--- src/cache_macros.svh ---
`ifndef CACHE_MACROS_SVH
`define CACHE_MACROS_SVH

// Data cache organization
`define DCACHE_SETS         8
`define DCACHE_WAYS         2
`define DCACHE_BLOCK_WORDS  2

// Instruction cache organization
`define ICACHE_FRAMES       16

`define WORD_BITS           32

// Flush writes the signed hit score here
`define HIT_SCORE_ADDR      32'h3100

`endif
--- src/bus_types_pkg.sv ---
`default_nettype none
`include "cache_macros.svh"

package bus_types_pkg;

  // Which cache owns the current Wishbone cycle
  typedef enum logic [1:0] {
    OWN_NONE,
    OWN_D,
    OWN_I
  } arb_owner_t;

  typedef logic [`WORD_BITS-1:0] wb_addr_t;
  typedef logic [`WORD_BITS-1:0] wb_data_t;

endpackage

`default_nettype wire

--- src/cpu_types_pkg.sv ---
`default_nettype none
`include "cache_macros.svh"

package cpu_types_pkg;

  localparam int WORD_W   = `WORD_BITS;
  localparam int BYTOFF_W = $clog2(`WORD_BITS / 8);
  localparam int DIDX_W   = $clog2(`DCACHE_SETS);
  localparam int DBLK_W   = $clog2(`DCACHE_BLOCK_WORDS);
  localparam int DTAG_W   = WORD_W - DIDX_W - DBLK_W - BYTOFF_W;
  localparam int IIDX_W   = $clog2(`ICACHE_FRAMES);
  localparam int ITAG_W   = WORD_W - IIDX_W - BYTOFF_W;

  typedef logic [WORD_W-1:0] word_t;

  typedef struct packed {
    logic [DTAG_W-1:0]   tag;
    logic [DIDX_W-1:0]   idx;
    logic [DBLK_W-1:0]   blkoff;
    logic [BYTOFF_W-1:0] bytoff;
  } dcache_addr_t;

  typedef struct packed {
    logic [ITAG_W-1:0]   tag;
    logic [IIDX_W-1:0]   idx;
    logic [BYTOFF_W-1:0] bytoff;
  } icache_addr_t;

  // Same address word, one view per cache
  typedef union packed {
    word_t        raw;
    dcache_addr_t dc;
    icache_addr_t ic;
  } cache_addr_u;

  typedef struct packed {
    logic                                valid;
    logic                                dirty;
    logic [DTAG_W-1:0]                   tag;
    word_t [`DCACHE_BLOCK_WORDS-1:0]     data;
  } dcache_frame;

  typedef struct packed {
    logic              valid;
    logic [ITAG_W-1:0] tag;
    word_t             data;
  } icache_frame;

endpackage

`default_nettype wire

--- src/cache_ifs.sv ---
`timescale 1ns/1ps
`default_nettype none


interface caches_if;
  import cpu_types_pkg::*;

  logic  REN, WEN;
  word_t addr, store;
  logic  mem_wait;   // High until the word is moved
  word_t load;

  modport cache (output REN, WEN, addr, store, input mem_wait, load);
  modport arbiter (input REN, WEN, addr, store, output mem_wait, load);
endinterface

`default_nettype wire

--- src/memory_arbiter.sv ---
`timescale 1ns/1ps
`default_nettype none

module memory_arbiter (
  input  logic                    CLK,
  input  logic                    nRST,
  caches_if.arbiter               dport,
  caches_if.arbiter               iport,
  output logic                    wb_cyc,
  output logic                    wb_stb,
  output logic                    wb_we,
  output bus_types_pkg::wb_addr_t wb_adr,
  output bus_types_pkg::wb_data_t wb_wdata,
  input  bus_types_pkg::wb_data_t wb_rdata,
  input  logic                    wb_ack
);
  import bus_types_pkg::*;

  arb_owner_t owner, next_owner;
  logic d_req, i_req;

  assign d_req = dport.REN || dport.WEN;
  assign i_req = iport.REN || iport.WEN;

  // Grants only while idle with the data side first
  always_comb begin
    next_owner = owner;
    if (owner == OWN_NONE) begin
      if (d_req)
        next_owner = OWN_D;
      else if (i_req)
        next_owner = OWN_I;
    end else if (wb_ack) begin
      next_owner = OWN_NONE;   // One idle clock after each word
    end
  end

  always_ff @(posedge CLK, negedge nRST) begin
    if (!nRST)
      owner <= OWN_NONE;
    else
      owner <= next_owner;
  end

  assign wb_cyc = (owner != OWN_NONE);
  assign wb_stb = wb_cyc;

  // Owner holds its request stable until ack
  always_comb begin
    wb_we    = 1'b0;
    wb_adr   = '0;
    wb_wdata = '0;
    case (owner)
      OWN_D: begin
        wb_we    = dport.WEN;
        wb_adr   = dport.addr;
        wb_wdata = dport.store;
      end
      OWN_I: begin
        wb_we    = iport.WEN;
        wb_adr   = iport.addr;
        wb_wdata = iport.store;
      end
      default: wb_we = 1'b0;
    endcase
  end

  assign dport.mem_wait = !(owner == OWN_D && wb_ack);
  assign iport.mem_wait = !(owner == OWN_I && wb_ack);
  assign dport.load     = wb_rdata;
  assign iport.load     = wb_rdata;

  a_owner_requests: assert property (@(posedge CLK) disable iff (!nRST)
    wb_stb && !wb_ack |-> ((owner == OWN_D) ? d_req : i_req));

  a_req_stable: assert property (@(posedge CLK) disable iff (!nRST)
    wb_stb && !wb_ack |=> wb_stb && $stable(wb_adr) && $stable(wb_we));

endmodule

`default_nettype wire

--- src/flat_wrapper.sv ---
// flat-port wrapper written by rule: the top's interface ports become plain ports
module memory_arbiter_flat import bus_types_pkg::*;
  (CLK, nRST, wb_cyc, wb_stb, wb_we, wb_adr, wb_wdata, wb_rdata, wb_ack, dport_REN, dport_WEN, dport_addr, dport_store, dport_mem_wait, dport_load, iport_REN, iport_WEN, iport_addr, iport_store, iport_mem_wait, iport_load);
  caches_if dport_i ();
  caches_if iport_i ();
  input  logic CLK;
  input  logic nRST;
  output logic wb_cyc;
  output logic wb_stb;
  output logic wb_we;
  output bus_types_pkg::wb_addr_t wb_adr;
  output bus_types_pkg::wb_data_t wb_wdata;
  input  bus_types_pkg::wb_data_t wb_rdata;
  input  logic wb_ack;
  input wire logic [$bits(dport_i.REN)-1:0] dport_REN;
  input wire logic [$bits(dport_i.WEN)-1:0] dport_WEN;
  input wire logic [$bits(dport_i.addr)-1:0] dport_addr;
  input wire logic [$bits(dport_i.store)-1:0] dport_store;
  output wire logic [$bits(dport_i.mem_wait)-1:0] dport_mem_wait;
  output wire logic [$bits(dport_i.load)-1:0] dport_load;
  input wire logic [$bits(iport_i.REN)-1:0] iport_REN;
  input wire logic [$bits(iport_i.WEN)-1:0] iport_WEN;
  input wire logic [$bits(iport_i.addr)-1:0] iport_addr;
  input wire logic [$bits(iport_i.store)-1:0] iport_store;
  output wire logic [$bits(iport_i.mem_wait)-1:0] iport_mem_wait;
  output wire logic [$bits(iport_i.load)-1:0] iport_load;
  assign dport_i.REN = dport_REN;
  assign dport_i.WEN = dport_WEN;
  assign dport_i.addr = dport_addr;
  assign dport_i.store = dport_store;
  assign dport_mem_wait = dport_i.mem_wait;
  assign dport_load = dport_i.load;
  assign iport_i.REN = iport_REN;
  assign iport_i.WEN = iport_WEN;
  assign iport_i.addr = iport_addr;
  assign iport_i.store = iport_store;
  assign iport_mem_wait = iport_i.mem_wait;
  assign iport_load = iport_i.load;
  memory_arbiter u_core (.CLK(CLK), .nRST(nRST), .dport(dport_i), .iport(iport_i), .wb_cyc(wb_cyc), .wb_stb(wb_stb), .wb_we(wb_we), .wb_adr(wb_adr), .wb_wdata(wb_wdata), .wb_rdata(wb_rdata), .wb_ack(wb_ack));
endmodule
--- config.mk ---
export PLATFORM = sky130hd
export DESIGN_NAME = memory_arbiter_flat
export DESIGN_NICKNAME = d
export VERILOG_FILES = /design/src/bus_types_pkg.sv /design/src/cpu_types_pkg.sv /design/src/cache_ifs.sv /design/src/memory_arbiter.sv /design/src/flat_wrapper.sv
export VERILOG_INCLUDE_DIRS = /design/src /design/src/src
export SDC_FILE = /design/constraint.sdc
export NUM_CORES = 1
export LEC_CHECK = 0
export BUFFER_PORTS_ARGS = -buffer_cell sky130_fd_sc_hd__buf_4
export CAP_MARGIN = 20
export CORE_AREA = 4 4 115 117
export DETAILED_ROUTE_END_ITERATION = 10
export DIE_AREA = 0 0 119 121
export GPL_TIMING_DRIVEN = 0
export HOLD_SLACK_MARGIN = 0.02
export PLACE_DENSITY = 0.57
export SLEW_MARGIN = 0
export SYNTH_ARGS = -nofsm -noshare
export SYNTH_HDL_FRONTEND = slang
export SYNTH_SLANG_ARGS = --single-unit
export TNS_END_PERCENT = 30
--- constraint.sdc ---
create_clock -name CLK -period 1.3 [get_ports CLK]
set_input_delay 0.065 -clock CLK [delete_from_list [all_inputs] [get_ports CLK]]
set_output_delay 0.065 -clock CLK [all_outputs]
set_load 0.05 [all_outputs]
==> impl_metrics.env, run 1 <==
export IMPL_power_density_nw_per_um2=2130
export IMPL_place_area_um2=4420
export IMPL_drive_above_1_share=0.961
export IMPL_power_mw=11.6
export IMPL_cts_htree_levels=1
export IMPL_yosys_area_share_xor_xnor=0
export IMPL_clock_root_buffer="clkbuf_16"
export IMPL_finalClockSkew_ns=0.00322
export IMPL_clk_path_buf_depth=2
export IMPL_synth_warnings=0
export IMPL_cp_startpoint="u_core.owner[0]"
export IMPL_synth_cell_types=15
export IMPL_die_w_um=119
export IMPL_cp_required_ns=1.24
export IMPL_grt_usage=0.130
export IMPL_yosysMostFrequentCell="buf_4"
export IMPL_firstDrtPassIters=4
export IMPL_place_hpwl_mm=8.21
export IMPL_setup_ws_ns=-0.418
export IMPL_ys_top_cells_by_area="buf_4 (34%), a22oi_1 (29%), nor2b_1 (24%)"
export IMPL_ys_top_cells_by_count="buf_4 (75), a22oi_1 (65), nor2b_1 (65)"
export IMPL_cts_sinks=2
export IMPL_rows=41
export IMPL_clk_pin_slew_ns=0.03
export IMPL_synth_edf_count=0
export IMPL_ys_flop_type="dfrtp_1"
export IMPL_arrival_ns=1.65
export IMPL_area_delta_synth_final_pct=227
export IMPL_status="complete, but fails checks"
export IMPL_combPwrFrac=0.951
export IMPL_coreArea_um2=12400
export IMPL_synthAdderAreaFrac=0.0301
export IMPL_crit_fanout=8
export IMPL_regMostFlops="u_core.owner"
export IMPL_clock_latency_ns=0.22
export IMPL_yosys_area_top_type_share=0.338
export IMPL_drt_total_wl_mm=10.3
export IMPL_p_leak_nw=2.54
export IMPL_avgViaCountPerCell=4.04
export IMPL_timing_rr_start="u_core.owner[0]"
export IMPL_internal_power_mw=5.85
export IMPL_gr_total_overflow=0
export IMPL_routedWlPerCell_um=15.0
export IMPL_synth_seq_cells=2
export IMPL_die_h_um=121
export IMPL_grt_setup_unrepaired="true"
export IMPL_setup_worst_path_start_class="register"
export IMPL_finalInstanceArea_um2=5450
export IMPL_worstPathCellList="inv_2 > ha_4 > buf_12 > buf_12 > a22oi_2 > nor2b_4 > buf_8"
export IMPL_cp_slowest_cell="dfrtp_1"
export IMPL_sw_frac_of_total=0.497
export IMPL_synthSimpleGateAreaFrac=0.255
export IMPL_ir_worst_vdd_mv=1.10
export IMPL_synth_area_leader_cell="buf_4"
export IMPL_cts_tree="yes"
export IMPL_largest_register_ffs=2
export IMPL_drt_iter0_drc=48
export IMPL_io_pins=300
export IMPL_antenna_cells=0
export IMPL_path_class="register to output port"
export IMPL_hold_viol=0
export IMPL_crit_top_cell="buf_12"
export IMPL_postSynthCellCount=234
export IMPL_min_path_type="input pin to register"
export IMPL_finalSetupViolations=70
export IMPL_synth_mux_area_frac=0
export IMPL_min_period_over_period=1.32
export IMPL_synth_fp_nets=405
export IMPL_ant_nets=0
export IMPL_grt_start_max_net_pins=11
export IMPL_switchingPower_mw=5.78
export IMPL_top_regs="u_core.owner x2"
export IMPL_vias=2778
export IMPL_dieArea_um2=14400
export IMPL_timing_fmax_ghz=0.582
export IMPL_timing_slew_headroom=0.807
export IMPL_p_seq_frac=0.010
export IMPL_initial_core_util=0.135
export IMPL_syn_area_um2=1670
export IMPL_clkPwrFrac=0.040
export IMPL_cts_buffers=3
export IMPL_grt_pass1_wl_mm=15.4
export IMPL_end_kind="output port"
export IMPL_synth_compound_area_share=0.310
export IMPL_tightest_slew_ns=0.290
export IMPL_io_buffer_count=267
export IMPL_slew_violations=0
export IMPL_cap_violations=0
export IMPL_avgSynthCellArea_um2=7.12
export IMPL_hold_ws_ns=0.136
export IMPL_period_needed_ns=1.72
export IMPL_antenna_found_initial=0
export IMPL_gp_congestion=0.754
export IMPL_grt_pass1_vias=3037
export IMPL_postSynth_asyncResetShare=1.00
export IMPL_synth_top_family_by_area="buffers and inverters"
export IMPL_drc=0
export IMPL_cpPeakStageDelay_ns=0.38
export IMPL_ys_seq_area_frac=0.0301
export IMPL_violations="negative setup slack"
export IMPL_layout_nets=689
export IMPL_dp_slack_ns=-0.388
export IMPL_hp_start="iport_REN"
[metal layers]
layer / global-route usage / vias to the layer above / share of wire
met1: 0.139 / 1287 / 0.34
li1: - / 1321 / -
met2: 0.264 / 166 / 0.57
met3: 0.0256 / 4 / 0.082
met4: 0.0203 / 0 / 0.0059
met5: 0 / - / 0
[per-stage QoR]
stage / TNS [ns] / cells / util
2_1_floorplan: -5.61 / 234 / -
3_3_place_gp: -22.31 / 673 / 0.357
6_report: -24.60 / 688 / 0.441
5_1_grt: -29.17 / 688 / 0.441
4_1_cts: -25.63 / 686 / 0.431
3_5_place_dp: -22.48 / 673 / 0.357
[final cells by class]
type | instances | area, um^2
well taps | 172 | 215
inverters | 3 | 15.0
repair buffers | 279 | 2460
flip-flops and latches | 2 | 50.0
clock buffers | 3 | 75.1
fillers | 1193 | 6910
multi-input cells | 143 | 1780
plain buffers | 86 | 856
[logic make-up after synthesis]
family	count (synthesis)
AND/OR/NAND/NOR	70
flip-flops	2
adder cells (fa/ha/maj)	4
buffers and inverters	89
AO/OA/AOI/OAI	69
[worst max-delay path, delay by kind of cell (launching register included)]
kind,cells,cell delay [ns]
compound gates,1,0.27
fa+ha+maj,1,0.18
buf+inv,4,0.53
flops,1,0.38
simple gates,1,0.07
[power by group through the flow]
stage | clock network [mW] | logic [mW] | registers [mW]
global route | 0.481 | 11.6 | 0.117
CTS | 0.468 | 10.8 | 0.111
detailed placement | 0 | 8.75 | 0.106
finish | 0.462 | 11.1 | 0.114
global placement | 0 | 8.67 | 0.105
floorplan | 0 | 6.60 | 0.102
[placed cells by master (no fill, tap or decap), types with 2 or more instances in the layout]
cell type  count
buf_16         2
ha_4           3
inv_2          2
nor2b_2        4
dfrtp_1        2
buf_2          2
buf_12        11
buf_4        272
nor2_1         2
a22oi_2       54
a22oi_1       11
nand2_2        2
clkbuf_16      7
nor2b_4       61
buf_8         16
buf_6         56
[final timing paths]
check | to | slack, ns | cells after the start
max in group asynchronous | u_core.owner[0] | 1.04 | 2
max reg2reg | u_core.owner[0] | -0.07 | 7
min reg2reg | u_core.owner[1] | 0.78 | 3
max | wb_adr[24] | -0.42 | 7
min in group asynchronous | u_core.owner[1] | 0.17 | 2
min | u_core.owner[1] | 0.14 | 3
[timing repair]
item	4_1_cts	5_1_grt
resized for setup	162	27
cloned	2	1
setup endpoints to repair	68	71
setup buffers	7	1
pin swaps	8	17
hold endpoints to repair	2	0
hold buffers	1	0
Power figures use the tool's default switching activity.
==> inputs of run 2 (changes only) <==
- PLACE_DENSITY: 0.57 -> default
- PLACE_DENSITY_LB_ADDON: default -> 0.15
==> run 2 against run 1 <==
  * The run still ends with negative setup slack left
  * Clock skew is 0.0016 ns lower
  * Wire length fell by 3.3%
  * Global-route usage decreased by 0.44 points
  * Register-to-register slack better by 0.07 ns
  * Power is 4.5% lower
==> impl_metrics.env, run 2 (synthesis results as in run 1) <==
export IMPL_cts_sinks=2
export IMPL_largest_register_ffs=2
export IMPL_grt_pass1_wl_mm=14.8
export IMPL_combPwrFrac=0.947
export IMPL_setup_worst_path_start_class="register"
export IMPL_avgViaCountPerCell=4.00
export IMPL_place_hpwl_mm=8.34
export IMPL_clk_path_buf_depth=2
export IMPL_p_seq_frac=0.011
export IMPL_top_regs="u_core.owner x2"
export IMPL_ir_worst_vdd_mv=1.21
export IMPL_firstDrtPassIters=4
export IMPL_place_area_um2=4420
export IMPL_antenna_found_initial=0
export IMPL_layout_commonest_cell="buf_4"
export IMPL_rows=41
export IMPL_finalClockSkew_ns=0.00158
export IMPL_initial_core_util=0.135
export IMPL_slew_violations=0
export IMPL_gr_total_overflow=0
export IMPL_cap_violations=0
export IMPL_cp_startpoint="u_core.owner[0]"
export IMPL_setup_ws_ns=-0.403
export IMPL_grt_start_max_net_pins=11
export IMPL_postLayoutCoreUtil=0.430
export IMPL_ant_nets=0
export IMPL_holdPathStages=3
export IMPL_grt_setup_unrepaired="true"
export IMPL_tightest_slew_ns=0.276
export IMPL_routedWlPerCell_um=14.7
export IMPL_hold_viol=0
export IMPL_r2r_end="u_core.owner[1]"
export IMPL_coreArea_um2=12400
export IMPL_hp_start="iport_REN"
export IMPL_sw_frac_of_total=0.508
export IMPL_area_delta_synth_final_pct=219
export IMPL_whs_endpoint="u_core.owner[1]"
export IMPL_io_buffer_count=267
export IMPL_hold_ws_ns=0.129
export IMPL_io_pins=300
export IMPL_die_w_um=119
export IMPL_min_period_over_period=1.31
export IMPL_timing_slew_headroom=0.816
export IMPL_crit_fanout=10
export IMPL_final_cell_mix="buf_4 (269), nor2b_4 (61), a22oi_2 (58)"
export IMPL_cts_htree_levels=1
export IMPL_grt_pass1_vias=2962
export IMPL_clkPwrFrac=0.042
export IMPL_drt_iter0_drc=55
export IMPL_drive_above_1_share=0.967
export IMPL_p_leak_nw=2.47
export IMPL_timing_fmax_ghz=0.587
export IMPL_cp_required_ns=1.24
export IMPL_violations="negative setup slack"
export IMPL_drt_total_wl_mm=10.0
export IMPL_vias=2718
export IMPL_gp_congestion=0.745
export IMPL_period_needed_ns=1.70
export IMPL_finalInstanceArea_um2=5310
export IMPL_dieArea_um2=14400
export IMPL_layout_nets=681
export IMPL_r2r_setup_slack_ns=0
export IMPL_finalSetupViolations=69
export IMPL_clock_latency_ns=0.22
export IMPL_cts_tree="yes"
export IMPL_arrival_ns=1.64
export IMPL_die_h_um=121
export IMPL_reg2reg_depth=5
export IMPL_cts_buffers=3
export IMPL_min_path_type="input pin to register"
export IMPL_grt_usage=0.126
export IMPL_clk_pin_slew_ns=0.03
export IMPL_end_kind="output port"
export IMPL_clock_root_buffer="clkbuf_16"
export IMPL_internal_power_mw=5.46
export IMPL_power_mw=11.1
export IMPL_switchingPower_mw=5.65
export IMPL_status="complete, but fails checks"
export IMPL_timing_rr_start="u_core.owner[0]"
export IMPL_antenna_cells=0
export IMPL_path_class="register to output port"
export IMPL_power_density_nw_per_um2=2090
export IMPL_regMostFlops="u_core.owner"
export IMPL_drc=0
==> run 2: changes by cell type in the layout (fill, tap and decap cells not counted), moves of 2 or more <==
cell       change
buf_12         -3
buf_16         -2
clkbuf_16      -2
buf_4          -3
buf_2          -2
clkbuf_4       +2
a22oi_2        +4
a22oi_1        -4
==> run 2: power by group through the flow <==
stage / clock [mW] / combinational [mW] / sequential, mW
finish: 0.467 / 10.5 / 0.117
global route: 0.479 / 11.0 / 0.120
CTS: 0.476 / 10.3 / 0.118
detailed placement: 0 / 8.70 / 0.106
global placement: 0 / 8.68 / 0.106
floorplan: 0 / 6.60 / 0.102
==> run 2: what timing repair did <==
item,4_1_cts,5_1_grt
buffers inserted,3,0
endpoints found under the setup margin,68,71
pin swaps,3,3
hold buffers,1,0
endpoints found under the hold margin,2,0
gates resized for setup,151,31
gates cloned,0,0
==> run 2: stage by stage <==
| step | setup TNS [ns] | setup slack (ns) | std cells |
|---|---|---|---|
| floorplan | -5.61 | -0.0930 | 234 |
| global placement | -21.62 | -0.390 | 673 |
| detailed placement | -21.82 | -0.393 | 673 |
| CTS | -25.06 | -0.417 | 680 |
| global route | -28.36 | -0.466 | 680 |
| finish | -23.82 | -0.403 | 680 |
==> run 2: cell type report <==
cell class              instances  area [um^2]
plain buffers                  86          828
clock buffers                   3         75.1
fillers                      1223         7050
inverters                       3         15.0
multi-input cells             143         1800
flip-flops and latches          2         50.0
well taps                     172          215
repair buffers                271         2330
==> run 2: worst max path at each step <==
stage / to / slack, ns
after floorplan: wb_wdata[23] / -0.09
final: wb_wdata[13] / -0.40
after detailed placement: wb_adr[26] / -0.39
after global routing: wb_wdata[7] / -0.47
after CTS: wb_wdata[13] / -0.42
after global placement: wb_adr[26] / -0.39
==> run 2: critical path, cell delays in order (launching register included) <==
cell and delay, ns:
dfrtp_1 0.40, inv_2 0.10, ha_4 0.18, buf_12 0.15
buf_12 0.15, a22oi_2 0.21, nor2b_4 0.06, buf_8 0.15
==> run 2: layer usage <==
layer	vias to the layer above	track usage	part of all wire	wire length [um]
li1	1307	-	-	-
met1	1244	0.136	0.34	3440
met2	165	0.252	0.56	5600
met3	2	0.0322	0.093	929
met4	0	0.0109	0.0027	27
met5	-	0	0	0
==> inputs of run 3 (changes only) <==
- CTS_BUF_LIST: default -> sky130_fd_sc_hd__clkbuf_8
==> run 3 against run 2 <==
  * The flow still finishes with violations (negative setup slack)
  * Design area rose by 0.89%
  * Sequential share of layout area barely moved
  * Register-to-register slack barely moved
  * Critical path type unchanged
==> impl_metrics.env, run 3 (synthesis results as in run 1) <==
export IMPL_postLayoutCoreUtil=0.434
export IMPL_top_layer_used="met4"
export IMPL_ant_nets=0
export IMPL_vias=2742
export IMPL_cts_buffers=3
export IMPL_cts_sinks=2
export IMPL_hold_viol=0
export IMPL_cts_tree="yes"
export IMPL_met1_length_mm=3.57
export IMPL_grt_usage=0.125
export IMPL_status="complete, but fails checks"
export IMPL_grt_pass1_vias=2965
export IMPL_drt_iter0_drc=36
export IMPL_layout_nets=684
export IMPL_rows=41
export IMPL_antenna_cells=0
export IMPL_routedWlPerCell_um=15.0
export IMPL_crit_fanout=10
export IMPL_area_delta_synth_final_pct=222
export IMPL_clock_root_buffer="clkbuf_8"
export IMPL_timing_slew_headroom=0.817
export IMPL_crit_end="wb_adr[26]"
export IMPL_cp_slowest_cell="dfrtp_1"
export IMPL_drc=0
export IMPL_cp_required_ns=1.24
export IMPL_antenna_found_initial=0
export IMPL_regMostFlops="u_core.owner"
export IMPL_dr_wl_met2_mm=5.72
export IMPL_reg2reg_depth=5
export IMPL_dp_slack_ns=-0.393
export IMPL_clock_latency_ns=0.21
export IMPL_ir_worst_vdd_mv=1.12
export IMPL_arrival_ns=1.63
export IMPL_layout_commonest_cell="buf_4"
export IMPL_dieArea_um2=14400
export IMPL_min_path_type="input pin to register"
export IMPL_grt_pass1_wl_mm=14.8
export IMPL_end_kind="output port"
export IMPL_top_regs="u_core.owner x2"
export IMPL_power_mw=11.1
export IMPL_coreArea_um2=12400
export IMPL_drt_total_wl_mm=10.2
export IMPL_final_cell_mix="buf_4 (272), nor2b_4 (61), a22oi_2 (59)"
export IMPL_avgViaCountPerCell=4.01
export IMPL_finalSetupViolations=68
export IMPL_clk_path_buf_depth=2
export IMPL_place_hpwl_mm=8.34
export IMPL_r2r_end="u_core.owner[1]"
export IMPL_timing_fmax_ghz=0.591
export IMPL_setup_tns_ns=-22.93
export IMPL_period_needed_ns=1.69
export IMPL_die_h_um=121
export IMPL_path_class="register to output port"
export IMPL_violations="negative setup slack"
export IMPL_timing_rr_start="u_core.owner[1]"
export IMPL_cap_violations=0
export IMPL_largest_register_ffs=2
export IMPL_min_period_over_period=1.30
export IMPL_finalClockSkew_ns=0.00114
export IMPL_drive_above_1_share=0.969
export IMPL_die_w_um=119
export IMPL_r2r_setup_slack_ns=0
export IMPL_gp_congestion=0.745
export IMPL_grt_start_max_net_pins=11
export IMPL_gr_total_overflow=0
export IMPL_slew_violations=0
export IMPL_cts_htree_levels=1
export IMPL_setup_ws_ns=-0.393
export IMPL_cp_startpoint="u_core.owner[0]"
export IMPL_p_leak_nw=2.48
export IMPL_io_buffer_count=267
export IMPL_crit_top_cell="buf_8"
export IMPL_power_density_nw_per_um2=2070
export IMPL_io_pins=300
export IMPL_cpPeakStageDelay_ns=0.38
export IMPL_clk_pin_slew_ns=0.03
export IMPL_tightest_slew_ns=0.274
export IMPL_worstPathCellList="buf_4 > ha_4 > buf_12 > buf_8 > a22oi_2 > nor2b_4 > buf_8"
export IMPL_firstDrtPassIters=3
export IMPL_setup_worst_path_start_class="register"
export IMPL_initial_core_util=0.135
export IMPL_grt_setup_unrepaired="true"
export IMPL_wl_met3_um=921
export IMPL_hold_ws_ns=0.138
[run 3: power by group]
group | switching [mW] | internal (mW)
combinational | 5.60 | 5.15
sequential | 0.0222 | 0.0867
clock | 0.0509 | 0.196
[run 3: critical path, delay by kind of cell, from the launching register on]
family	cells	cell delay, ns
adders and majority gates	1	0.17
buffers and inverters	4	0.60
DFF	1	0.38
AOI/OAI and AO/OA	1	0.19
and+or+nand+nor	1	0.07
[run 3: metrics by stage]
step | cells | area [um^2]
floorplan | 234 | 2200
global placement | 673 | 4420
detailed placement | 673 | 4420
CTS | 680 | 5180
global route | 683 | 5360
finish | 683 | 5360
[run 3: how the worst min path moves through the flow]
| stage | start | end | slack, ns | depth (start not counted) |
|---|---|---|---|---|
| final | iport_REN | u_core.owner[1] | 0.14 | 3 |
| after global routing | iport_REN | u_core.owner[1] | 0.15 | 3 |
| after CTS | iport_REN | u_core.owner[1] | 0.13 | 3 |
| after detailed placement | nRST | u_core.owner[1] | -0.15 | 1 |
| after global placement | nRST | u_core.owner[0] | -0.15 | 1 |
| after floorplan | nRST | u_core.owner[0] | -0.23 | 0 |
[run 3: layout make-up]
class                           instances  area, um^2
Fill cell                            1228        7000
Inverter                                3        15.0
Sequential cell                         2        50.0
Tap cell                              172         215
Clock buffer                            3        41.3
Timing Repair Buffer                  274        2390
Buffer                                 86         850
Multi-Input combinational cell        143        1800
[run 3: what timing repair did]
action / CTS / global route
cloned: 0 / 1
pin swaps: 0 / 21
endpoints found under the setup margin: 68 / 71
gates resized for setup: 155 / 36
hold buffers: 1 / 0
endpoints found under the hold margin: 2 / 0
setup buffers: 3 / 2
[run 3: per-layer routing]
layer | GRT usage | up-vias
met5 | 0 | -
met4 | 0.00869 | 0
met3 | 0.0308 | 2
met2 | 0.253 | 165
met1 | 0.135 | 1263
li1 | - | 1312
