===== config.mk =====
export PLATFORM = sky130hd
export DESIGN_NAME = icache_flat
export DESIGN_NICKNAME = d
export VERILOG_FILES = /design/src/cpu_types_pkg.sv /design/src/cache_ifs.sv /design/src/icache.sv /design/src/flat_wrapper.sv
export VERILOG_INCLUDE_DIRS = /design/src /design/src/src
export SDC_FILE = /design/constraint.sdc
export NUM_CORES = 1
export LEC_CHECK = 0
export BUFFER_PORTS_ARGS = -buffer_cell sky130_fd_sc_hd__buf_2
export CAP_MARGIN = 20
export CELL_PAD_IN_SITES_DETAIL_PLACEMENT = 0
export CELL_PAD_IN_SITES_GLOBAL_PLACEMENT = 2
export CORE_MARGIN = 1.5
export CORE_UTILIZATION = 40
export DETAILED_ROUTE_END_ITERATION = 10
export GPL_ROUTABILITY_DRIVEN = 0
export PLACE_DENSITY_LB_ADDON = 0.12
export SLEW_MARGIN = 20
export SYNTH_ARGS = -nofsm -noshare
export SYNTH_HDL_FRONTEND = slang
export SYNTH_SLANG_ARGS = --single-unit

===== constraint.sdc =====
create_clock -name CLK -period 3.6 [get_ports CLK]
set_input_delay 0.54 -clock CLK [delete_from_list [all_inputs] [get_ports CLK]]
set_output_delay 0.54 -clock CLK [all_outputs]
set_load 0.05 [all_outputs]

===== src/cache_macros.svh =====
`ifndef CACHE_MACROS_SVH
`define CACHE_MACROS_SVH

// Data cache organization
`define DCACHE_SETS         8
`define DCACHE_WAYS         2
`define DCACHE_BLOCK_WORDS  2

// Instruction cache organization
`define ICACHE_FRAMES       16

`define WORD_BITS           32

// Flush writes the signed hit score here
`define HIT_SCORE_ADDR      32'h3100

`endif

===== src/cpu_types_pkg.sv =====
`default_nettype none
`include "cache_macros.svh"

package cpu_types_pkg;

  localparam int WORD_W   = `WORD_BITS;
  localparam int BYTOFF_W = $clog2(`WORD_BITS / 8);
  localparam int DIDX_W   = $clog2(`DCACHE_SETS);
  localparam int DBLK_W   = $clog2(`DCACHE_BLOCK_WORDS);
  localparam int DTAG_W   = WORD_W - DIDX_W - DBLK_W - BYTOFF_W;
  localparam int IIDX_W   = $clog2(`ICACHE_FRAMES);
  localparam int ITAG_W   = WORD_W - IIDX_W - BYTOFF_W;

  typedef logic [WORD_W-1:0] word_t;

  typedef struct packed {
    logic [DTAG_W-1:0]   tag;
    logic [DIDX_W-1:0]   idx;
    logic [DBLK_W-1:0]   blkoff;
    logic [BYTOFF_W-1:0] bytoff;
  } dcache_addr_t;

  typedef struct packed {
    logic [ITAG_W-1:0]   tag;
    logic [IIDX_W-1:0]   idx;
    logic [BYTOFF_W-1:0] bytoff;
  } icache_addr_t;

  // Same address word, one view per cache
  typedef union packed {
    word_t        raw;
    dcache_addr_t dc;
    icache_addr_t ic;
  } cache_addr_u;

  typedef struct packed {
    logic                                valid;
    logic                                dirty;
    logic [DTAG_W-1:0]                   tag;
    word_t [`DCACHE_BLOCK_WORDS-1:0]     data;
  } dcache_frame;

  typedef struct packed {
    logic              valid;
    logic [ITAG_W-1:0] tag;
    word_t             data;
  } icache_frame;

endpackage

`default_nettype wire


===== src/cache_ifs.sv =====
`timescale 1ns/1ps
`default_nettype none


interface icache_dp_if;
  import cpu_types_pkg::*;

  logic  imemREN, ihit;
  word_t imemaddr, imemload;

  modport icache (input imemREN, imemaddr, output ihit, imemload);
  modport datapath (output imemREN, imemaddr, input ihit, imemload);
endinterface

interface caches_if;
  import cpu_types_pkg::*;

  logic  REN, WEN;
  word_t addr, store;
  logic  mem_wait;   // High until the word is moved
  word_t load;

  modport cache (output REN, WEN, addr, store, input mem_wait, load);
  modport arbiter (input REN, WEN, addr, store, output mem_wait, load);
endinterface

`default_nettype wire


===== src/icache.sv =====
`timescale 1ns/1ps
`default_nettype none
`include "cache_macros.svh"

module icache (
  input logic         CLK,
  input logic         nRST,
  icache_dp_if.icache icif,
  caches_if.cache     cif
);
  import cpu_types_pkg::*;

  typedef enum logic {IDLE, FETCH} ic_state_t;

  ic_state_t state, next_state;
  icache_frame [`ICACHE_FRAMES-1:0] frames;
  cache_addr_u req;
  icache_frame cur;
  logic        match;

  assign req.raw = icif.imemaddr;
  assign cur     = frames[req.ic.idx];
  assign match   = cur.valid && (cur.tag == req.ic.tag);

  assign icif.ihit     = (state == IDLE) && icif.imemREN && match;
  assign icif.imemload = cur.data;

  // Read only with one word per frame
  assign cif.REN   = (state == FETCH);
  assign cif.WEN   = 1'b0;
  assign cif.addr  = {req.ic.tag, req.ic.idx, {BYTOFF_W{1'b0}}};
  assign cif.store = '0;

  always_comb begin
    next_state = state;
    case (state)
      IDLE:    if (icif.imemREN && !match) next_state = FETCH;
      FETCH:   if (!cif.mem_wait) next_state = IDLE;
      default: next_state = IDLE;
    endcase
  end

  always_ff @(posedge CLK, negedge nRST) begin
    if (!nRST) begin
      state  <= IDLE;
      frames <= '0;
    end else begin
      state <= next_state;
      if (state == FETCH && !cif.mem_wait) begin
        frames[req.ic.idx].valid <= 1'b1;
        frames[req.ic.idx].tag   <= req.ic.tag;
        frames[req.ic.idx].data  <= cif.load;
      end
    end
  end

  a_fetch_held: assert property (@(posedge CLK) disable iff (!nRST)
    cif.REN && cif.mem_wait |=> cif.REN && $stable(cif.addr));

endmodule

`default_nettype wire


===== src/flat_wrapper.sv =====
// flat-port wrapper written by rule: the top's interface ports become plain ports
module icache_flat import cpu_types_pkg::*;
  (CLK, nRST, icif_imemREN, icif_imemaddr, icif_ihit, icif_imemload, cif_REN, cif_WEN, cif_addr, cif_store, cif_mem_wait, cif_load);
  icache_dp_if icif_i ();
  caches_if cif_i ();
  input logic CLK;
  input logic nRST;
  input wire logic [$bits(icif_i.imemREN)-1:0] icif_imemREN;
  input wire logic [$bits(icif_i.imemaddr)-1:0] icif_imemaddr;
  output wire logic [$bits(icif_i.ihit)-1:0] icif_ihit;
  output wire logic [$bits(icif_i.imemload)-1:0] icif_imemload;
  output wire logic [$bits(cif_i.REN)-1:0] cif_REN;
  output wire logic [$bits(cif_i.WEN)-1:0] cif_WEN;
  output wire logic [$bits(cif_i.addr)-1:0] cif_addr;
  output wire logic [$bits(cif_i.store)-1:0] cif_store;
  input wire logic [$bits(cif_i.mem_wait)-1:0] cif_mem_wait;
  input wire logic [$bits(cif_i.load)-1:0] cif_load;
  assign icif_i.imemREN = icif_imemREN;
  assign icif_i.imemaddr = icif_imemaddr;
  assign icif_ihit = icif_i.ihit;
  assign icif_imemload = icif_i.imemload;
  assign cif_REN = cif_i.REN;
  assign cif_WEN = cif_i.WEN;
  assign cif_addr = cif_i.addr;
  assign cif_store = cif_i.store;
  assign cif_i.mem_wait = cif_mem_wait;
  assign cif_i.load = cif_load;
  icache u_core (.CLK(CLK), .nRST(nRST), .icif(icif_i), .cif(cif_i));
endmodule

==> impl_metrics.env, run 1 <==
export IMPL_fmax_ghz=0.241
export IMPL_synth_cells=2817
export IMPL_worst_r2r_cell_count=7
export IMPL_overflow=0
export IMPL_min_path_type="input port to flop"
export IMPL_clkPwrFrac=0.354
export IMPL_syn_to_final_growth_pct=15.8
export IMPL_wl_per_cell_um=26.2
export IMPL_grt_pass1_vias=27500
export IMPL_crit_path_end_kind="primary output"
export IMPL_synth_top_cell_area_share=0.545
export IMPL_clk_pin_slew_ns=0.06
export IMPL_start_kind="flop"
export IMPL_rows=120
export IMPL_stdcell_count=4456
export IMPL_p_int_uw=23000
export IMPL_finalSetupTns_ns=-0.553
export IMPL_pwr_share_seq=0.455
export IMPL_status="finished, violations left"
export IMPL_port_buffers=129
export IMPL_holdPathEnd="u_core.frames[506]$_DFFE_PN0P_"
export IMPL_ys_ff_latch=945
export IMPL_power_density_nw_per_um2=623
export IMPL_crit_type="flop to primary output"
export IMPL_drt_wl_total_um=117000
export IMPL_slew_violations=0
export IMPL_synth_area_leaders="dfrtp_1 (54%), mux2_2 (23%), mux4_2 (12%)"
export IMPL_p_comb_frac=0.191
export IMPL_drc=0
export IMPL_synth_edf_count=0
export IMPL_vias=24700
export IMPL_worstPathRequired_ns=3.06
export IMPL_fin_nets=3033
export IMPL_violations="setup timing"
export IMPL_synth_cell_type_count=57
export IMPL_finalHoldViolCount=0
export IMPL_tightest_slew_ns=0.982
export IMPL_fp_dieH_um=332
export IMPL_netlist_area_um2=43400
export IMPL_r2r_start="u_core.frames[937]$_DFFE_PN0P_"
export IMPL_cts_root_buf="clkbuf_16"
export IMPL_final_area_um2=50300
export IMPL_cts_buffers=106
export IMPL_slowest_delay_ns=0.51
export IMPL_period_minus_slack_ns=4.15
export IMPL_slew_headroom=0.346
export IMPL_synth_top_cell_by_area="dfrtp_1"
export IMPL_coreArea_um2=107000
export IMPL_ir_worst_vdd_uv=405
export IMPL_holdWs_ns=0.221
export IMPL_dp_cells=4259
export IMPL_vias_per_cell=5.55
export IMPL_p_sw_uw=8320
export IMPL_first_iter_violations=1174
export IMPL_maxCapViolCount=0
export IMPL_cts_setup_buffers=0
export IMPL_reg2reg_slack_ns=0.78
export IMPL_worst_path_max_fanout=2
export IMPL_p_leak_uw=0.0231
export IMPL_path_delay_family="simple AND/OR/NAND/NOR gates"
export IMPL_drt_pass1_iter_count=5
export IMPL_placed_area_um2=46600
export IMPL_path_cells="mux4_2 > mux4_2 > xor2_2 > nor4_4 > buf_4 > or4b_4 > nor4_4 > buf_6"
export IMPL_grt_util_all_layers=0.215
export IMPL_switching_share=0.266
export IMPL_period_share=1.15
export IMPL_yosysMostFrequentCell="dfrtp_1"
export IMPL_path_buf_inv=2
export IMPL_die_area_um2=111000
export IMPL_rsz0062_at_grt="yes"
export IMPL_cts_tree="built"
export IMPL_cp_num_cells=8
export IMPL_setup_ws_ns=-0.553
export IMPL_setup_viol=1
export IMPL_antenna_found_initial=6
export IMPL_timing_rr_end="u_core.cif.REN$_DFF_PN0_"
export IMPL_yosysWarnings=0
export IMPL_skew_ns=0.0260
export IMPL_grt_pass1_wl_um=180000
export IMPL_cts_path_max_buffers=3
export IMPL_ys_flop_type="dfrtp_1"
export IMPL_hold_depth=2
export IMPL_hold_start="icif_imemaddr[8]"
export IMPL_arrival_ns=3.61
export IMPL_ant_nets=0
export IMPL_clock_latency_ns=0.70
export IMPL_htree_levels=3
export IMPL_clock_sinks=945
export IMPL_async_reset_ff_frac=1.00
export IMPL_yosys_top_cells_count="dfrtp_1 (945), mux2_2 (884), mux4_2 (232), clkbuf_1 (161), nand2_1 (88)"
export IMPL_hpwl_um=69000
export IMPL_synth_yosys_seq_area_share=0.545
export IMPL_start_util=0.404
export IMPL_grt_max_degree=112
export IMPL_die_width_um=332
export IMPL_syn_avg_cell_area_um2=15.4
export IMPL_drive_gt1_frac=0.539
export IMPL_io_pins=167
export IMPL_slowest_stage="mux4_2"
-- worst reg2reg max path: stages (launching register included) --
cell,delay [ns]
dfrtp_1,0.37
mux4_2,0.48
mux4_2,0.51
xor2_2,0.18
nor4_4,0.19
buf_4,0.16
or4b_4,0.50
o31a_1,0.30
-- cells by family after synthesis --
| logic type | count (synthesis) | synth area share |
|---|---|---|
| AO/OA/AOI/OAI | 137 | 0.0207 |
| AND/OR/NAND/NOR | 185 | 0.0202 |
| other | 1 | 0.0000864 |
| buffers and inverters | 329 | 0.0384 |
| flip-flops | 945 | 0.545 |
| XOR/XNOR | 29 | 0.00585 |
| multiplexers | 1191 | 0.370 |
-- per-layer routing --
metal | vias up | share of wire | GRT usage | routed length (µm)
met3 | 168 | 0.032 | 0.0344 | 3690
met5 | - | 0.00051 | 0 | 60
met2 | 388 | 0.49 | 0.362 | 57700
met1 | 13600 | 0.45 | 0.291 | 52600
met4 | 8 | 0.023 | 0.0535 | 2700
li1 | 10600 | - | - | -
-- what timing repair did --
| action | in CTS | in global routing |
|---|---|---|
| hold buffers | 1 | 0 |
| cloned | 0 | 0 |
| setup endpoints to repair | 23 | 1 |
| resized for setup | 11 | 5 |
| endpoints found under the hold margin | 56 | 0 |
| pin swaps | 2 | 3 |
-- placed cells by master (no fill, tap or decap), drive strengths merged, types with 6 or more instances in the layout --
| cell | n |
|---|---|
| mux4 | 240 |
| xor2 | 14 |
| or2 | 8 |
| nand2b | 18 |
| bufinv | 6 |
| a22oi | 8 |
| clkbuf | 163 |
| xnor2 | 15 |
| o22ai | 7 |
| nor3 | 11 |
| o21ai | 64 |
| conb | 35 |
| a221oi | 6 |
| inv | 16 |
| nor2b | 16 |
| buf | 323 |
| clkinv | 18 |
| a21oi | 7 |
| dfrtp | 945 |
| nand3 | 10 |
| nand2 | 88 |
| mux2i | 67 |
| mux2 | 884 |
| a2111oi | 6 |
| nor2 | 17 |
-- power by group through the flow --
| stage | sequential, µW | clock [µW] | combinational, µW |
|---|---|---|---|
| 3_3_place_gp | 14200 | 0 | 5840 |
| 2_1_floorplan | 13900 | 0 | 4600 |
| 3_5_place_dp | 14400 | 0 | 6030 |
| 5_1_grt | 14500 | 11800 | 6480 |
| 4_1_cts | 14200 | 11400 | 6070 |
| 6_report | 14200 | 11100 | 5980 |
-- worst max path at each step --
stage	from	endpoint
6_report	u_core.frames[937]$_DFFE_PN0P_	icif_ihit
5_1_grt	u_core.frames[347]$_DFFE_PN0P_	icif_ihit
4_1_cts	u_core.frames[229]$_DFFE_PN0P_	icif_ihit
3_5_place_dp	icif_imemaddr[2]	icif_ihit
3_3_place_gp	icif_imemaddr[2]	icif_ihit
2_1_floorplan	icif_imemaddr[2]	icif_ihit
-- stage by stage --
stage | setup slack [ns] | util | power (µW)
6_report | -0.553 | 0.468 | 31300
5_1_grt | -0.710 | 0.468 | 32800
4_1_cts | -0.716 | 0.468 | 31700
3_5_place_dp | -0.930 | 0.434 | 20400
3_3_place_gp | -0.947 | 0.434 | 20100
2_1_floorplan | -0.161 | - | 18600
-- area by class of cell --
cell class	instances	area, µm²
fill	9307	57100
clock buffer	163	3210
clock inverter	31	404
antenna	2	5.00
inverter	11	43.8
timing repair buffer	324	2780
sequential	945	23600
tap	1403	1760
multi-input combinational	1577	18400
-- registers in the layout (all words and copies together) (netlist names) --
name	count
u_core.cif.REN	1
u_core.frames	944
No activity file was read; power rests on OpenSTA's default activity.
==> run 2, diff against run 1 <==
==> constraint.sdc (replaced) <==
create_clock -name CLK -period 3.6 [get_ports CLK]
set_input_delay 0 -clock CLK [delete_from_list [all_inputs] [get_ports CLK]]
set_output_delay 0 -clock CLK [all_outputs]
set_load 0.05 [all_outputs]
==> run 2 against run 1 <==
The flow still finishes with violations (setup timing). Flip-flop and latch count unchanged. Non-clock buffer count is 38 lower. Design area shrank 0.85%. Total power fell by 0.80%. Register-to-register slack worse by 0.63 ns. Largest power group unchanged. Highest routed layer unchanged.
==> impl_metrics.env, run 2 (same netlist as run 1, synthesis figures left out) <==
export IMPL_status="finished, violations left"
export IMPL_violations="setup timing"
export IMPL_cts_root_buf="clkbuf_16"
export IMPL_p_leak_uw=0.0227
export IMPL_path_buf_inv=2
export IMPL_start_kind="flop"
export IMPL_final_util=0.464
export IMPL_vias=24400
export IMPL_drt_wl_total_um=115000
export IMPL_cts_setup_buffers=0
export IMPL_met3_length_um=3350
export IMPL_cts_tree="built"
export IMPL_stdcell_count=4412
export IMPL_slowest_delay_ns=0.51
export IMPL_ant_nets=0
export IMPL_routed_top_layer="met5"
export IMPL_crit_type="flop to primary output"
export IMPL_hpwl_um=67000
export IMPL_grt_util_all_layers=0.210
export IMPL_reg2reg_slack_ns=0.15
export IMPL_p_comb_frac=0.188
export IMPL_fillCellCount=9279
export IMPL_period_share=1.00
export IMPL_rsz0062_at_grt="yes"
export IMPL_period_minus_slack_ns=3.61
export IMPL_finalSetupTns_ns=-0.00784
export IMPL_p_int_uw=23000
export IMPL_slew_violations=0
export IMPL_power_density_nw_per_um2=623
export IMPL_die_area_um2=111000
export IMPL_wl_per_cell_um=26.0
export IMPL_r2r_start="u_core.frames[937]$_DFFE_PN0P_"
export IMPL_htree_levels=3
export IMPL_switching_share=0.260
export IMPL_clkPwrFrac=0.354
export IMPL_slowest_stage="mux4_2"
export IMPL_overflow=0
export IMPL_startpoint="u_core.frames[937]$_DFFE_PN0P_"
export IMPL_fin_nets=2996
export IMPL_start_util=0.404
export IMPL_dp_cells=4161
export IMPL_finalHoldViolCount=0
export IMPL_final_common_cell="dfrtp_1"
export IMPL_crit_path_end_kind="primary output"
export IMPL_arrival_ns=3.61
export IMPL_drt_pass1_iter_count=4
export IMPL_grt_pass1_wl_um=176000
export IMPL_cts_buffers=107
export IMPL_worst_r2r_cell_count=8
export IMPL_ir_worst_vdd_uv=412
export IMPL_cp_num_cells=8
export IMPL_worst_path_max_fanout=2
export IMPL_port_buffers=129
export IMPL_antenna_found_initial=3
export IMPL_rows=120
export IMPL_crit_path_end="icif_ihit"
export IMPL_slew_headroom=0.322
export IMPL_die_width_um=332
export IMPL_p_sw_uw=8090
export IMPL_fp_dieH_um=332
export IMPL_wl_met1_um=53900
export IMPL_first_iter_violations=1290
export IMPL_tightest_slew_ns=1.02
export IMPL_min_path_type="input port to asynchronous set/reset pin"
export IMPL_setup_viol=1
export IMPL_worstPathRequired_ns=3.60
export IMPL_skew_ns=0.0116
export IMPL_grt_pass1_vias=27000
export IMPL_wl_met2_um=55500
export IMPL_timing_rr_end="u_core.cif.REN$_DFF_PN0_"
export IMPL_setup_ws_ns=-0.00784
export IMPL_path_cells="mux4_2 > mux4_2 > xor2_2 > nor4_4 > buf_4 > or4b_4 > nor4_4 > buf_6"
export IMPL_drc=0
export IMPL_maxCapViolCount=0
export IMPL_power_total_uw=31100
export IMPL_path_delay_family="simple AND/OR/NAND/NOR gates"
export IMPL_pwr_share_seq=0.458
export IMPL_holdWs_ns=0.0426
export IMPL_coreArea_um2=107000
export IMPL_fmax_ghz=0.277
export IMPL_regMostFlops="u_core.frames"
export IMPL_clock_latency_ns=0.67
export IMPL_drive_gt1_frac=0.510
export IMPL_grt_max_degree=104
export IMPL_syn_to_final_growth_pct=14.8
export IMPL_largest_reg_flops=944
export IMPL_clock_sinks=945
export IMPL_io_pins=167
export IMPL_cts_path_max_buffers=3
export IMPL_final_cell_mix="dfrtp_1 (945), mux2_2 (884), mux4_2 (234), buf_2 (123), clkbuf_16 (110)"
export IMPL_vias_per_cell=5.52
export IMPL_clk_pin_slew_ns=0.06
-- run 2: metal layers --
layer  GRT usage  vias to the layer above
met5           0                        -
met4      0.0511                        2
met3      0.0250                      131
met2       0.347                      381
met1       0.297                    13300
li1            -                    10500
-- run 2: metrics by stage --
step	setup slack, ns	instance area [µm²]
2_1_floorplan	0.525	43500
3_3_place_gp	-0.0726	45600
3_5_place_dp	0.0378	45600
4_1_cts	-0.0567	49800
5_1_grt	-0.102	49800
6_report	-0.00784	49800
-- run 2: power groups by stage --
stage               Combinational [µW]  Sequential (µW)  Clock [µW]
floorplan                         4590            13900           0
global placement                  5670            14200           0
detailed placement                5860            14400           0
CTS                               5950            14200       11300
global route                      6330            14500       11800
finish                            5840            14200       11000
-- run 2: worst min path at each step --
stage / endpoint / start / cells after the start
5_1_grt: u_core.frames[45]$_DFFE_PN0P_ / icif_imemaddr[19] / 3
3_5_place_dp: u_core.frames[883]$_DFFE_PN0P_ / nRST / 1
4_1_cts: u_core.frames[765]$_DFFE_PN0P_ / nRST / 2
2_1_floorplan: u_core.cif.REN$_DFF_PN0_ / nRST / 0
6_report: u_core.frames[765]$_DFFE_PN0P_ / nRST / 2
3_3_place_gp: u_core.frames[765]$_DFFE_PN0P_ / nRST / 1
-- run 2: cell type report --
type	count	area, µm²	share of cell area
Tap cell	1403	1760	0.0352
Multi-Input combinational cell	1577	18400	0.369
Inverter	11	43.8	0.000879
Antenna cell	2	5.00	0.000100
Clock buffer	165	3240	0.0650
Timing Repair Buffer	286	2430	0.0488
Sequential cell	945	23600	0.475
Clock inverter	23	340	0.00683
-- run 2: what timing repair did --
action | 4_1_cts | 5_1_grt
gates resized for setup | 9 | 0
endpoints found under the setup margin | 1 | 1
endpoints found under the hold margin | 976 | 0
hold buffers | 61 | 0
pin swaps | 2 | 0
==> run 3, diff against run 2 <==
--- a/config.mk
+++ b/config.mk
@@ -15,7 +15,8 @@
 export DETAILED_ROUTE_END_ITERATION = 10
 export GPL_ROUTABILITY_DRIVEN = 0
 export PLACE_DENSITY_LB_ADDON = 0.12
-export SLEW_MARGIN = 20
+export SETUP_SLACK_MARGIN = 0.3
+export SLEW_MARGIN = 40
 export SYNTH_ARGS = -nofsm -noshare
 export SYNTH_HDL_FRONTEND = slang
 export SYNTH_SLANG_ARGS = --single-unit
==> run 3 against run 2 <==
The flow now finishes without violations. Clock power barely moved. Maximum frequency is 0.71% higher. Wire length grew 0.80%. Global-route usage is 0.24 points higher. Design area is 0.25% higher. First-iteration DRC count shrank 0.23%. Cell count is 0.18% higher. Critical endpoint unchanged.
==> impl_metrics.env, run 3 (same netlist as run 1, synthesis figures left out) <==
export IMPL_status="finished, final reports clean"
export IMPL_rsz0062_at_grt="yes"
export IMPL_cts_tree="built"
export IMPL_switching_share=0.263
export IMPL_wl_per_cell_um=26.2
export IMPL_grt_pass1_wl_um=177000
export IMPL_power_total_uw=31200
export IMPL_power_density_nw_per_um2=624
export IMPL_regMostFlops="u_core.frames"
export IMPL_arrival_ns=3.58
export IMPL_fin_nets=2997
export IMPL_htree_levels=3
export IMPL_drive_gt1_frac=0.515
export IMPL_path_buf_inv=2
export IMPL_setup_viol=0
export IMPL_ant_nets=0
export IMPL_tightest_slew_ns=0.752
export IMPL_slowest_delay_ns=0.51
export IMPL_die_width_um=332
export IMPL_wl_met2_um=55600
export IMPL_path_delay_family="multiplexers"
export IMPL_clock_sinks=945
export IMPL_maxCapViolCount=0
export IMPL_clkPwrFrac=0.355
export IMPL_drc=0
export IMPL_clk_pin_slew_ns=0.06
export IMPL_ir_worst_vdd_uv=416
export IMPL_finalHoldViolCount=0
export IMPL_placed_area_um2=45600
export IMPL_drt_wl_total_um=116000
export IMPL_crit_path_end_kind="primary output"
export IMPL_grt_max_degree=93
export IMPL_p_sw_uw=8200
export IMPL_rows=120
export IMPL_crit_type="flop to primary output"
export IMPL_antenna_cells=0
export IMPL_p_int_uw=23000
export IMPL_routed_top_layer="met5"
export IMPL_io_pins=167
export IMPL_met3_length_um=3970
export IMPL_worst_path_max_fanout=2
export IMPL_overflow=0
export IMPL_slew_violations=0
export IMPL_port_buffers=129
export IMPL_antenna_found_initial=3
export IMPL_largest_reg_flops=944
export IMPL_final_cell_mix="dfrtp_1 (945), mux2_2 (884), mux4_2 (234), buf_2 (123), clkbuf_16 (107)"
export IMPL_cts_buffers=106
export IMPL_skew_ns=0.0249
export IMPL_final_common_cell="dfrtp_1"
export IMPL_pwr_share_seq=0.456
export IMPL_hpwl_um=67100
export IMPL_die_area_um2=111000
export IMPL_p_comb_frac=0.188
export IMPL_slew_headroom=0.486
export IMPL_fmax_ghz=0.279
export IMPL_vias=24600
export IMPL_min_path_type="input port to asynchronous set/reset pin"
export IMPL_fp_dieH_um=332
export IMPL_wl_met1_um=53400
export IMPL_cts_root_buf="clkbuf_16"
export IMPL_grt_util_all_layers=0.213
export IMPL_drt_pass1_iter_count=7
export IMPL_final_area_um2=49900
export IMPL_first_iter_violations=1287
export IMPL_period_minus_slack_ns=3.58
export IMPL_slowest_stage="mux4_2"
export IMPL_clock_latency_ns=0.70
export IMPL_cts_path_max_buffers=3
export IMPL_p_leak_uw=0.0228
export IMPL_worstPathRequired_ns=3.60
export IMPL_start_util=0.404
export IMPL_grt_pass1_vias=27200
export IMPL_final_util=0.465
export IMPL_period_share=0.995
export IMPL_path_cells="mux4_2 > mux4_2 > xor2_2 > nor4_4 > buf_4 > or4b_4 > nor4_4 > buf_6"
export IMPL_syn_to_final_growth_pct=15.1
export IMPL_vias_per_cell=5.57
export IMPL_coreArea_um2=107000
export IMPL_start_kind="flop"
[run 3: changes by cell type in the layout (fill, tap and decap cells not counted), moves of 2 or more]
cell        delta
clkbuf_16      -3
clkbuf_8       +4
clkinv_16      +2
diode_2        -2
clkbuf_1       -6
buf_6          +2
clkinvlp_4     -2
clkinv_2      +14
[run 3: worst paths after layout]
kind / start / end / slack [ns] / depth (start not counted)
max: u_core.frames[937]$_DFFE_PN0P_ / icif_ihit / 0.02 / 8
min: nRST / u_core.frames[450]$_DFFE_PN0P_ / 0.07 / 3
max reg2reg: u_core.frames[937]$_DFFE_PN0P_ / u_core.cif.REN$_DFF_PN0_ / 0.74 / 7
min reg2reg: u_core.frames[707]$_DFFE_PN0P_ / u_core.frames[707]$_DFFE_PN0P_ / 0.46 / 1
max in group asynchronous: nRST / u_core.frames[480]$_DFFE_PN0P_ / 2.64 / 4
min in group CLK: icif_imemaddr[19] / u_core.frames[340]$_DFFE_PN0P_ / 0.08 / 3
[run 3: power by group through the flow]
stage          registers [µW]  clock network [µW]  logic (µW)
6_report                14200               11100        5870
3_3_place_gp            14200                   0        5670
4_1_cts                 14200               11400        5960
5_1_grt                 14500               11800        6360
3_5_place_dp            14400                   0        5870
2_1_floorplan           13900                   0        4590
[run 3: final cells by class]
cell class / instances / area [µm²]
Clock buffer: 160 / 3200
Inverter: 11 / 43.8
Clock inverter: 36 / 447
Timing Repair Buffer: 288 / 2480
Sequential cell: 945 / 23600
Fill cell: 9289 / 57400
Tap cell: 1403 / 1760
Multi-Input combinational cell: 1577 / 18400
[run 3: routing by layer]
metal / global-route usage / vias to the layer above
li1: - / 10500
met1: 0.299 / 13500
met2: 0.346 / 449
met3: 0.0311 / 160
met4: 0.0547 / 2
met5: 0 / -
[run 3: repair_timing]
| action | 4_1_cts | 5_1_grt |
|---|---|---|
| hold endpoints to repair | 1493 | 0 |
| hold buffers | 61 | 0 |
| pin swaps | 2 | 0 |
| resized for setup | 8 | 1 |
| setup endpoints to repair | 1 | 1 |
| cloned | 0 | 0 |
| setup buffers | 1 | 0 |
[run 3: worst register-to-register path, stage by stage, from the launching register on]
cell,delay (ns)
dfrtp_1,0.37
mux4_2,0.47
mux4_2,0.51
xor2_2,0.18
nor4_4,0.25
buf_4,0.16
or4b_4,0.50
o31a_1,0.29
[run 3: metrics by stage]
step	setup TNS, ns	worst slack (ns)	cells	hold slack (ns)
floorplan	0	0.525	2851	-0.296
global placement	-0.0726	-0.0726	4161	0.175
detailed placement	0	0.0900	4162	-0.0391
CTS	-0.113	-0.113	4420	0.0176
global route	-0.0841	-0.0841	4420	0.0539
finish	0	0.0176	4420	0.0704
